==> config.mk <==
export PLATFORM = sky130hd
export DESIGN_NAME = line_filter_top
export DESIGN_NICKNAME = d
export VERILOG_FILES = /design/src/verilog/pix_pkg.sv /design/src/verilog/axil_pkg.sv /design/src/verilog/row_wren_gen.sv /design/src/verilog/row_buffers.sv /design/src/verilog/window_former.sv /design/src/verilog/conv_kernel.sv /design/src/verilog/filter_regs.sv /design/src/verilog/line_filter_top.sv
export SDC_FILE = /design/constraint.sdc
export NUM_CORES = 2
export LEC_CHECK = 0
export ABC_AREA = 0
export BUFFER_PORTS_ARGS = -buffer_cell sky130_fd_sc_hd__buf_2
export CORE_MARGIN = 1
export CORE_UTILIZATION = 60
export DETAILED_ROUTE_END_ITERATION = 7
export GPL_ROUTABILITY_DRIVEN = 0
export MAX_ROUTING_LAYER = met4
export PLACE_DENSITY = 0.75
export SLEW_MARGIN = 30
export SYNTH_ARGS = -nofsm -noshare
export SYNTH_HDL_FRONTEND = slang
export SYNTH_SLANG_ARGS = --single-unit
==> constraint.sdc <==
create_clock -name clk -period 21.6 [get_ports clk]
set_input_delay 4.32 -clock clk [delete_from_list [all_inputs] [get_ports clk]]
set_output_delay 4.32 -clock clk [all_outputs]
set_load 0.01 [all_outputs]
==> src/verilog/pix_pkg.sv <==
`default_nettype none

package pix_pkg;

	typedef logic [7:0] pixel_t;
	typedef logic [2:0] coord_t; // widen together with ROW_LEN/ROW_COUNT
	typedef logic signed [7:0] coef_t;
	typedef logic [2:0] shift_t;

	localparam int num_taps = 9;

	typedef enum logic [1:0] {idle, row_a, row_b, row_c} row_sel_e;

	typedef struct packed {
		logic a;
		logic b;
		logic c;
	} row_wren_t;

	// one window column, oldest row first
	typedef struct packed {
		pixel_t top;
		pixel_t mid;
		pixel_t bot;
	} pix_col_t;

	typedef struct packed {
		pix_col_t left;
		pix_col_t center;
		pix_col_t right;
	} window_t;

	typedef struct packed {
		coef_t [0:num_taps-1] coef; // raster order
		shift_t shift;
	} kernel_cfg_t;

endpackage

`default_nettype wire

==> src/verilog/axil_pkg.sv <==
`default_nettype none

package axil_pkg;

	typedef logic [7:0] axil_addr_t;
	typedef logic [31:0] axil_data_t;
	typedef logic [1:0] axil_resp_t;

	localparam axil_resp_t resp_okay = 2'b00;
	localparam axil_resp_t resp_slverr = 2'b10;

	// master side, all five channels
	typedef struct packed {
		axil_addr_t awaddr;
		logic awvalid;
		axil_data_t wdata;
		logic [3:0] wstrb;
		logic wvalid;
		logic bready;
		axil_addr_t araddr;
		logic arvalid;
		logic rready;
	} axil_req_t;

	typedef struct packed {
		logic awready;
		logic wready;
		axil_resp_t bresp;
		logic bvalid;
		logic arready;
		axil_data_t rdata;
		axil_resp_t rresp;
		logic rvalid;
	} axil_rsp_t;

	localparam axil_addr_t reg_coef_base = 8'h00; // nine words up to 0x20
	localparam axil_addr_t reg_shift = 8'h24;
	localparam axil_addr_t reg_frames = 8'h28; // read only

endpackage

`default_nettype wire

==> src/verilog/row_wren_gen.sv <==
`timescale 1ns/100ps
`default_nettype none

module row_wren_gen #(
	parameter int ROW_LEN = 8,
	parameter int ROW_COUNT = 8
) (
	input wire clk,
	input wire aclr,
	input wire pix_valid,
	output pix_pkg::row_wren_t row_wren,
	output pix_pkg::coord_t wr_col,
	output pix_pkg::coord_t wr_row,
	output logic frame_done
);
	import pix_pkg::*;

	localparam coord_t last_col = coord_t'(ROW_LEN - 1);
	localparam coord_t last_row = coord_t'(ROW_COUNT - 1);

	row_sel_e state;
	coord_t col_cnt; // column of the next accepted pixel
	coord_t row_cnt;
	logic valid_q;
	logic frame_start;

	assign frame_start = (col_cnt == '0) && (row_cnt == '0);

	// state names the row that holds the registered pixel
	always_comb begin
		row_wren = '0;
		if (valid_q) begin
			case (state)
				row_a: row_wren.a = 1'b1;
				row_b: row_wren.b = 1'b1;
				row_c: row_wren.c = 1'b1;
				default: row_wren = '0;
			endcase
		end
	end

	always_ff @(posedge clk or posedge aclr) begin
		if (aclr) begin
			state <= idle;
		end else if (pix_valid) begin
			if (frame_start)
				state <= row_a; // also back to back frames
			else if (col_cnt == '0)
				case (state)
					row_a: state <= row_b;
					row_b: state <= row_c;
					default: state <= row_a;
				endcase
		end else if (frame_start) begin
			state <= idle; // frame written, nothing pending
		end
	end

	always_ff @(posedge clk or posedge aclr) begin
		if (aclr) begin
			col_cnt <= '0;
			row_cnt <= '0;
			wr_col <= '0;
			wr_row <= '0;
			valid_q <= 1'b0;
			frame_done <= 1'b0;
		end else begin
			valid_q <= pix_valid;
			frame_done <= pix_valid && (col_cnt == last_col) && (row_cnt == last_row);
			if (pix_valid) begin
				wr_col <= col_cnt;
				wr_row <= row_cnt;
				if (col_cnt == last_col) begin
					col_cnt <= '0;
					row_cnt <= (row_cnt == last_row) ? '0 : row_cnt + 1'b1;
				end else begin
					col_cnt <= col_cnt + 1'b1;
				end
			end
		end
	end

endmodule

`default_nettype wire

==> src/verilog/row_buffers.sv <==
`timescale 1ns/100ps
`default_nettype none

module row_buffers #(
	parameter int ROW_LEN = 8
) (
	input wire clk,
	input wire aclr,
	input wire pix_valid,
	input wire pix_pkg::pixel_t pix,
	input wire pix_pkg::row_wren_t row_wren,
	input wire pix_pkg::coord_t wr_col,
	output pix_pkg::pix_col_t column
);
	import pix_pkg::*;

	pixel_t ram [3][ROW_LEN]; // rows a, b, c
	pixel_t pix_q;
	logic valid_q;
	logic [1:0] idx_top;
	logic [1:0] idx_mid;

	always_ff @(posedge clk) begin
		if (pix_valid)
			pix_q <= pix;
	end

	always_ff @(posedge clk or posedge aclr) begin
		if (aclr)
			valid_q <= 1'b0;
		else
			valid_q <= pix_valid;
	end

	always_ff @(posedge clk) begin
		if (valid_q) begin
			if (row_wren.a)
				ram[0][wr_col] <= pix_q;
			if (row_wren.b)
				ram[1][wr_col] <= pix_q;
			if (row_wren.c)
				ram[2][wr_col] <= pix_q;
		end
	end

	// the two rows before the newest one, in rotation order
	always_comb begin
		if (row_wren.b) begin
			idx_mid = 2'd0;
			idx_top = 2'd2;
		end else if (row_wren.c) begin
			idx_mid = 2'd1;
			idx_top = 2'd0;
		end else begin
			idx_mid = 2'd2;
			idx_top = 2'd1;
		end
	end

	always_comb begin
		column.top = ram[idx_top][wr_col];
		column.mid = ram[idx_mid][wr_col];
		column.bot = pix_q; // newest row bypasses the ram
	end

endmodule

`default_nettype wire

==> src/verilog/window_former.sv <==
`timescale 1ns/100ps
`default_nettype none

module window_former #(
	parameter int ROW_LEN = 8,
	parameter int ROW_COUNT = 8
) (
	input wire clk,
	input wire aclr,
	input wire write_strobe,
	input wire pix_pkg::coord_t wr_col,
	input wire pix_pkg::coord_t wr_row,
	input wire pix_pkg::pix_col_t column,
	output pix_pkg::window_t win,
	output logic win_valid
);
	import pix_pkg::*;

	localparam coord_t first_full = coord_t'(2); // kernel width minus one

	logic col_inside;
	logic row_inside;

	// window spans wr_col-2 .. wr_col and wr_row-2 .. wr_row
	assign col_inside = (wr_col >= first_full) && (int'(wr_col) < ROW_LEN);
	assign row_inside = (wr_row >= first_full) && (int'(wr_row) < ROW_COUNT);

	always_ff @(posedge clk) begin
		if (write_strobe) begin
			win.left <= win.center;
			win.center <= win.right;
			win.right <= column;
		end
	end

	always_ff @(posedge clk or posedge aclr) begin
		if (aclr)
			win_valid <= 1'b0;
		else
			win_valid <= write_strobe && col_inside && row_inside;
	end

endmodule

`default_nettype wire

==> src/verilog/conv_kernel.sv <==
`timescale 1ns/100ps
`default_nettype none

module conv_kernel (
	input wire clk,
	input wire aclr,
	input wire pix_pkg::window_t win,
	input wire win_valid,
	input wire pix_pkg::kernel_cfg_t cfg,
	output pix_pkg::pixel_t out_pix,
	output logic out_valid
);
	import pix_pkg::*;

	localparam int sum_w = 20; // nine 17 bit products

	pixel_t taps [num_taps];
	logic signed [sum_w-1:0] sum;
	logic signed [sum_w-1:0] shifted;
	pixel_t clamped;

	always_comb begin
		taps = '{win.left.top, win.center.top, win.right.top,
			win.left.mid, win.center.mid, win.right.mid,
			win.left.bot, win.center.bot, win.right.bot};
	end

	always_comb begin
		sum = '0;
		for (int i = 0; i < num_taps; i++)
			sum = sum + $signed({1'b0, taps[i]}) * $signed(cfg.coef[i]);
		shifted = sum >>> cfg.shift;
		if (shifted < 0)
			clamped = '0;
		else if (shifted > 255)
			clamped = 8'hff;
		else
			clamped = shifted[7:0];
	end

	always_ff @(posedge clk) begin
		if (win_valid)
			out_pix <= clamped;
	end

	always_ff @(posedge clk or posedge aclr) begin
		if (aclr)
			out_valid <= 1'b0;
		else
			out_valid <= win_valid;
	end

endmodule

`default_nettype wire

==> src/verilog/filter_regs.sv <==
`timescale 1ns/100ps
`default_nettype none

module filter_regs (
	input wire clk,
	input wire aclr,
	input wire axil_pkg::axil_req_t axil_req,
	output axil_pkg::axil_rsp_t axil_rsp,
	input wire frame_done,
	output pix_pkg::kernel_cfg_t cfg
);
	import axil_pkg::*;
	import pix_pkg::*;

	axil_data_t frames;
	axil_data_t rd_data;
	axil_data_t r_data;
	axil_resp_t rd_resp;
	axil_resp_t r_resp;
	axil_resp_t wr_resp;
	axil_resp_t b_resp;
	axil_addr_t wr_off;
	axil_addr_t rd_off;
	logic aw_ready;
	logic b_valid;
	logic ar_ready;
	logic r_valid;
	logic wr_fire;
	logic rd_fire;

	function automatic logic is_coef(input axil_addr_t off);
		return (off[1:0] == 2'b00) && (off[7:2] < num_taps);
	endfunction

	assign wr_off = axil_req.awaddr - reg_coef_base;
	assign rd_off = axil_req.araddr - reg_coef_base;
	assign wr_fire = aw_ready && axil_req.awvalid && axil_req.wvalid;
	assign rd_fire = ar_ready && axil_req.arvalid;

	always_comb begin
		axil_rsp.awready = aw_ready;
		axil_rsp.wready = aw_ready; // aw and w taken together
		axil_rsp.bresp = b_resp;
		axil_rsp.bvalid = b_valid;
		axil_rsp.arready = ar_ready;
		axil_rsp.rdata = r_data;
		axil_rsp.rresp = r_resp;
		axil_rsp.rvalid = r_valid;
	end

	assign wr_resp = (is_coef(wr_off) || axil_req.awaddr == reg_shift) ? resp_okay : resp_slverr;

	always_comb begin
		rd_data = '0;
		rd_resp = resp_okay;
		if (is_coef(rd_off))
			rd_data = {24'b0, cfg.coef[rd_off[7:2]]};
		else if (axil_req.araddr == reg_shift)
			rd_data = {29'b0, cfg.shift};
		else if (axil_req.araddr == reg_frames)
			rd_data = frames;
		else
			rd_resp = resp_slverr;
	end

	always_ff @(posedge clk or posedge aclr) begin
		if (aclr) begin
			aw_ready <= 1'b0;
			b_valid <= 1'b0;
			b_resp <= resp_okay;
		end else begin
			aw_ready <= axil_req.awvalid && axil_req.wvalid && !aw_ready && !b_valid;
			if (wr_fire) begin
				b_valid <= 1'b1;
				b_resp <= wr_resp;
			end else if (axil_req.bready) begin
				b_valid <= 1'b0;
			end
		end
	end

	always_ff @(posedge clk or posedge aclr) begin
		if (aclr) begin
			ar_ready <= 1'b0;
			r_valid <= 1'b0;
		end else begin
			ar_ready <= axil_req.arvalid && !ar_ready && !r_valid;
			if (rd_fire)
				r_valid <= 1'b1;
			else if (axil_req.rready)
				r_valid <= 1'b0;
		end
	end

	always_ff @(posedge clk) begin
		if (rd_fire) begin
			r_data <= rd_data;
			r_resp <= rd_resp;
		end
	end

	always_ff @(posedge clk or posedge aclr) begin
		if (aclr) begin
			cfg <= '0;
		end else if (wr_fire && axil_req.wstrb[0]) begin
			if (is_coef(wr_off))
				cfg.coef[wr_off[7:2]] <= axil_req.wdata[7:0];
			else if (axil_req.awaddr == reg_shift)
				cfg.shift <= axil_req.wdata[2:0];
		end
	end

	always_ff @(posedge clk or posedge aclr) begin
		if (aclr)
			frames <= '0;
		else if (frame_done)
			frames <= frames + 1'b1;
	end

endmodule

`default_nettype wire

==> src/verilog/line_filter_top.sv <==
`timescale 1ns/100ps
`default_nettype none

module line_filter_top #(
	parameter int ROW_LEN = 8,
	parameter int ROW_COUNT = 8
) (
	input wire clk,
	input wire aclr,
	input wire axil_pkg::axil_req_t axil_req,
	output axil_pkg::axil_rsp_t axil_rsp,
	input wire pix_valid,
	input wire pix_pkg::pixel_t pix,
	output logic out_valid,
	output pix_pkg::pixel_t out_pix
);
	import pix_pkg::*;

	kernel_cfg_t cfg;
	row_wren_t row_wren;
	coord_t wr_col;
	coord_t wr_row;
	logic frame_done;
	logic write_strobe;
	pix_col_t column;
	window_t win;
	logic win_valid;

	assign write_strobe = row_wren.a | row_wren.b | row_wren.c;

	filter_regs u_regs (
		.clk(clk),
		.aclr(aclr),
		.axil_req(axil_req),
		.axil_rsp(axil_rsp),
		.frame_done(frame_done),
		.cfg(cfg)
	);

	row_wren_gen #(.ROW_LEN(ROW_LEN), .ROW_COUNT(ROW_COUNT)) u_wren (
		.clk(clk),
		.aclr(aclr),
		.pix_valid(pix_valid),
		.row_wren(row_wren),
		.wr_col(wr_col),
		.wr_row(wr_row),
		.frame_done(frame_done)
	);

	row_buffers #(.ROW_LEN(ROW_LEN)) u_rows (
		.clk(clk),
		.aclr(aclr),
		.pix_valid(pix_valid),
		.pix(pix),
		.row_wren(row_wren),
		.wr_col(wr_col),
		.column(column)
	);

	window_former #(.ROW_LEN(ROW_LEN), .ROW_COUNT(ROW_COUNT)) u_window (
		.clk(clk),
		.aclr(aclr),
		.write_strobe(write_strobe),
		.wr_col(wr_col),
		.wr_row(wr_row),
		.column(column),
		.win(win),
		.win_valid(win_valid)
	);

	conv_kernel u_kernel (
		.clk(clk),
		.aclr(aclr),
		.win(win),
		.win_valid(win_valid),
		.cfg(cfg),
		.out_pix(out_pix),
		.out_valid(out_valid)
	);

endmodule

`default_nettype wire

; ---- Word-level counts from Yosys, hierarchy flattened
; Memory sizes are Yosys's and may differ from the RTL's.
; Cells that the tools add are included.
[op_classes]
reduce_logical = 39
mul = 9
order_cmp = 11
mux = 54
n_addsub = 11
eq_ne = 8
n_bitwise = 7
shifts = 1
[ops]
columns = cell, count
row1 = 64-bit two-way mux, 7
row2 = 20-bit adder, 8
row3 = 9-bit by 8-bit multiplier with 17-bit output, 9
row4 = 64-bit OR reduction, 2
row5 = 8-bit two-way mux, 12
row6 = 72-bit bitwise mux, 1
row7 = 8-bit binary-select mux with 3-bit select, 2
row8 = "32-bit by 1-bit adder with 32-bit output, second input constant", 1
row9 = 8-bit binary-select mux with 4-bit select, 1
row10 = 8-bit demux with 4-bit select, 1
row11 = 8-bit demux with 3-bit select, 1
row12 = "8-bit by 6-bit equality test with 1-bit output, second input constant", 3
row13 = 2-bit two-way mux, 11
row14 = "20-bit by 9-bit > comparator with 1-bit output, second input constant", 1
row15 = "20-bit by 1-bit < comparator with 1-bit output, second input constant", 1
row16 = 20-bit by 3-bit >>> shifter with 20-bit output, 1
row17 = 1-bit logical AND, 18
row18 = "7-bit by 5-bit greater-or-equal comparator with 1-bit output, second input constant", 2
row19 = 1-bit two-way mux, 14
row20 = 6-bit NOT with 7-bit output, 2
row21 = "6-bit by 4-bit < comparator with 1-bit output, second input constant", 2
row22 = 3-bit two-way mux, 3
row23 = 2-bit nonzero test, 4
row24 = "7-bit by 1-bit < comparator with 1-bit output, second input constant", 1
row25 = other kinds (19), 32
[word_totals]
wordCells = 180
memories = 1
inputBits = 68
output_inout_bits = 50
register_bits = 253
ram_bits = 192
[memory_table]
columns = memory, depth, word_bits, read_ports, rd_ports_with_merged_regs, write_ports, line_no
row1 = u_rows.ram, 3, 64, 2, 0, 1, row_buffers.sv:17  ; pixel_t ram [3][ROW_LEN];

; ---- Logic depth before layout (Yosys ltp)
[depth]
depth_word = 12
ltp_mapped = 38
depth_no_buf = 38

; ---- By module
; A second synthesis with hierarchy kept.
[hier_totals]
cells_unflattened = 3755
hier_area_um2 = 41921.5
[by_module_without_submodules]
columns = module, instances, cells_each, area_per_inst_um2, seq_area_each_um2
row1 = conv_kernel, 1, 2368, 22514.1, 265.3
row2 = row_buffers, 1, 786, 9920.8, 6030.8
row3 = filter_regs, 1, 461, 6471.2, 3793.6
row4 = window_former, 1, 75, 2202.1, 2187.1
row5 = row_wren_gen, 1, 64, 807.0, 400.4
row6 = line_filter_top, 1, 1, 6.3, 0.0

; ---- Least setup slack after synthesis
; OpenSTA, ideal clock, no wires.
[synth_path]
path_kind = register -> register
start = register u_regs.cfg[69] (netlist name)
end = register u_kernel.out_pix[7] (data pin)
path_stages_with_launch = 34
path_slack_ps = 12904
n_path_buf = 1
required_ps = 21329
period_less_slack_ps = 8696
setup_time_ps = 271
t_arrival_ps = 8425
cell_sequence = dfrtp_1 -> clkbuf_1 -> nand2_1 -> fa_1 -> fa_1 -> fa_1 -> fa_1 -> inv_1 -> ha_1 -> nor2b_1 -> o21ai_0 -> a21boi_0 -> o21ai_0 -> nand2b_1 -> a21o_1 -> a41o_1 -> o41a_1 -> xnor2_1 -> fa_1 -> fa_1 -> inv_1 -> fa_1 -> inv_1 -> fa_1 -> inv_1 -> ha_1 -> a21o_1 -> a211o_1 -> a31oi_1 -> a211oi_4 -> xor2_2 -> nor3_1 -> o221a_4 -> a21oi_1
[synth_via]
elab_chain_cells = 12
word_cells_on_any_way = 13
classes_between = add/sub (8) / mul (1) / order compare (2) / shift (1) / mux (1)
[synth_rtl]
columns = element, line_no
row1 = 9-bit by 8-bit multiplier with 17-bit output *, conv_kernel.sv:31  ; sum = sum + $signed({1'b0, taps[i]}) * $signed(cfg.coef[i]);
row2 = 20-bit adder * (8 in a row), conv_kernel.sv:31
row3 = 20-bit by 3-bit >>> shifter with 20-bit output *, conv_kernel.sv:32  ; shifted = sum >>> cfg.shift;
row4 = 20-bit by 9-bit > comparator with 1-bit output, conv_kernel.sv:35  ; else if (shifted > 255)
row5 = 8-bit two-way mux, conv_kernel.sv:35
row6 = end signal: assignment, conv_kernel.sv:43  ; out_pix <= clamped;
row7 = end: declaration, conv_kernel.sv:10  ; output pix_pkg::pixel_t out_pix,
; Mark *: on every way between the ends. The rest lies on a longest branch, timed or not.
; A chain may end at the register's enable or synchronous reset.

; ---- Final worst setup path
[layout_path]
start = register u_window.win[3] (netlist name)
end = register u_kernel.out_pix[0] (data pin)
[layout_via]
elab_chain_cells = 5
word_cells_on_any_way = 6
classes_between = add/sub (1) / mul (1) / order compare (2) / shift (1) / mux (1)
[layout_rtl]
columns = element, line_no
row1 = 9-bit by 8-bit multiplier with 17-bit output *, conv_kernel.sv:31
row2 = 20-bit adder *, conv_kernel.sv:31
row3 = 20-bit by 3-bit >>> shifter with 20-bit output *, conv_kernel.sv:32
row4 = 20-bit by 9-bit > comparator with 1-bit output, conv_kernel.sv:35
row5 = 8-bit two-way mux, conv_kernel.sv:35
; Marked as above.

==> metrics.md <==
| Metric | Value |
|---|---|
| Status | completed |
| Reg2reg setup slack | 11,770 ps |
| Max-slew violations | 0 |
| CP Buf/Inv Count | 7 |
| Power per Cell Area | 105 mW/mm² |
| Synth Instances | ~4,300 |
| P&R area growth vs syn | 6.75% |
| Main synth FF type | edfxtp_1 |
| First-pass GRT wire length | around 180,000 µm |
| NumNets Final | ~5,200 |
| Internal power | about 2600 µW |
| Worst r2r src | u_window.win[3] |
| Hold path endpoint | u_regs.ar_ready |
| Initial core utilization | 0.607 |
| HP Start | u_regs.ar_ready |
| CP Class | flop to flop |
| Port bufs | between 80 and 90 |
| Most common cell in the netlist | inv_1 |
| Comb pwr share | 0.562 |
| Share of layout cells above drive strength 1 | 0.0753 |
| Via/cell ratio | approximately 6.0 |
| Synth cell types | 77 |
| Chip height | about 270 µm |
| Area share of the leading cell type in the synthesized netlist | 0.217 |
| Largest net degree at the start of global routing | 78 |
| Register area share after synthesis | 0.291 |
| Clock buffer count from CTS | 48 |
| Hold Slack | 466 ps |
| Htree depth | 2 |
| Commonest cells post-synth | inv_1 (710), fa_1 (454), ha_1 (417) |
| Io pins | about 120 |
| Async SR Flop Fraction | 0.292 |
| Post-CTS resize count | 0 |
| 1st-iter DRT viols | between 3,000 and 4,000 |
| Psw | around 2200 µW |
| Post-CTS Setup Inserts | 0 |
| Via count | between 30,000 and 40,000 |
| Hold path depth | 1 |
| Worst-path clk slew | roughly 70 ps |
| CP required | around 22,000 ps |
| Worst Skew | approximately 26 ps |
| Worst rel slew slack | 0.291 |
| Initial antenna violation count | 8 |
| Leak | between 0.02 and 0.025 µW |
| CP max stage cell | fa_1 |
| Flops & latches, synth | about 440 |
| Initial DRT Pass Iterations | 5 |
| Setup tns final | 0 ps |
| Hold WC Path Type | flop to flop |
| Remaining routing DRC violations | 0 |
| DRT antenna net count | 0 |
| Total Routed Length | roughly 110,000 µm |
| Flop pwr share | 0.258 |
| Switching Fraction | 0.461 |
| Fmax | slightly above 0.1 GHz |
| Wirelength per Cell | 21.2 µm |
| FF-to-FF End | u_kernel.out_pix[0] |
| DP HPWL | approximately 85,000 µm |
| Endpoint class of the critical path | flop |
| Total track usage | 0.321 |
| Power share of the clock group | 0.180 |
| Syn Area/Cell | 10.1 µm² |
| Crit path from | u_window.win[3] |
| CP Max Fanout | 9 |
| Synth warn | 0 |
| Least-Margin Pin Slew | around 1000 ps |
| Worst EP arrival | roughly 10,000 ps |
| Vias in the first global route | between 30,000 and 40,000 |
| Final period util | 0.455 |
| Rows | 98 |
| Hold buffers post-CTS | 0 |
| Clock sink total | about 440 |
| # setup viols final | 0 |
| Largest area contributor in the netlist | edfxtp_1 |
| Max_cap viols | 0 |
| Final Hold Vio Count | 0 |
| Clk_lat worst skew | 620 ps |
| Total Die Area | roughly 0.073 mm² |
| Clock Path Buffers | 3 |
| Die boundary width | about 270 µm |
| Top delay family on crit path | adder cells |
| Peak supply drop | 530 µV |
| Grt ovf | 0 |
| Clock Tree Root | clkbuf_16 |
| Delay of the slowest critical-path stage | 600 ps |
| Mapped Area | 0.0434 mm² |
| Reg2Reg Depth | 36 |
| Synth top area cells | edfxtp_1 (22%), fa_1 (21%), ha_1 (12%) |
| Post-synth EDFFs | about 310 |
| Core area | ~0.071 mm² |
| Design Power | just under 5000 µW |
| Startpoint Class | flop |
| RSZ-0062 raised after global routing | no |
| Period minus WS final | 9830 ps |
| CTS tree | built |
## power by group through the flow
stage	Clock (µW)	Sequential [µW]	Combinational [µW]
finish	875	1260	2730
global route	912	1270	3040
CTS	880	1250	2700
detailed placement	0	1270	2690
global placement	0	1270	2620
floorplan	0	1170	2080
## area by class of cell
type                       count  area [µm²]
inverter                     714        2690
clock buffer                  64        1380
sequential                   442       12600
antenna                        9        22.5
fill                        5624       25200
clock inverter                26         300
multi-input combinational   2970       27500
tap                          950        1190
timing repair buffer         113         654
## per-stage QoR
step	cells	area, µm²	utilization	worst slack (ps)
6_report	5288	46300	0.648	11770
3_5_place_dp	5186	44600	0.624	11890
2_1_floorplan	4298	43400	-	12900
3_3_place_gp	5185	44600	0.623	12010
5_1_grt	5285	46300	0.648	11400
4_1_cts	5276	46200	0.647	11850
## worst max path at each step
stage,to,slack [ps],cells past startpoint
4_1_cts,u_kernel.out_pix[2],11850,33
3_5_place_dp,u_kernel.out_pix[2],11890,36
2_1_floorplan,u_kernel.out_pix[7],12900,33
6_report,u_kernel.out_pix[0],11770,36
5_1_grt,u_kernel.out_pix[0],11400,33
3_3_place_gp,u_kernel.out_pix[1],12010,33
## sequential cells by signal, indices dropped and copies added, names as in the netlist, 2 cells and up
register          count
u_regs.cfg           75
u_window.win         72
u_rows.pix_q          8
u_regs.r_data        32
u_wren.state          2
u_wren.col_cnt        3
u_wren.row_cnt        3
u_wren.wr_col         3
u_kernel.out_pix      8
u_rows.ram          192
u_wren.wr_row         2
u_regs.frames        32
## per-layer routing
metal  track usage  wire length (µm)
met3        0.0458              8420
met5             -                 0
met2         0.513             54000
met4         0.138              5270
met1         0.408             44600
## cells in the final DEF (no fill, tap or decap), drive strengths merged, types with 16 or more instances in the layout
cell	instances
a21oi	163
o221ai	35
fa	454
o21ai	156
ha	417
a31oi	21
a21o	29
nand4	16
mux2i	31
clkbuf	64
nor2	266
o22ai	99
edfxtp	313
nand2b	67
nand3	39
xor2	55
and2	354
mux4	18
clkinv	18
dfrtp	129
inv	715
buf	113
o211ai	17
a211oi	22
nor2b	29
o21bai	21
nand2	269
xnor2	104
nor3	38
mux2	81
## cells by family after synthesis
family,after synthesis,share of synthesized area
buf+inv,886,0.0776
compound gates,657,0.0968
simple gates,1151,0.135
fa+ha+maj,871,0.330
xor+xnor,159,0.0324
other cells,1,0.0000864
mux,130,0.0375
flops,442,0.291
No activity file was read; power rests on OpenSTA's default activity.
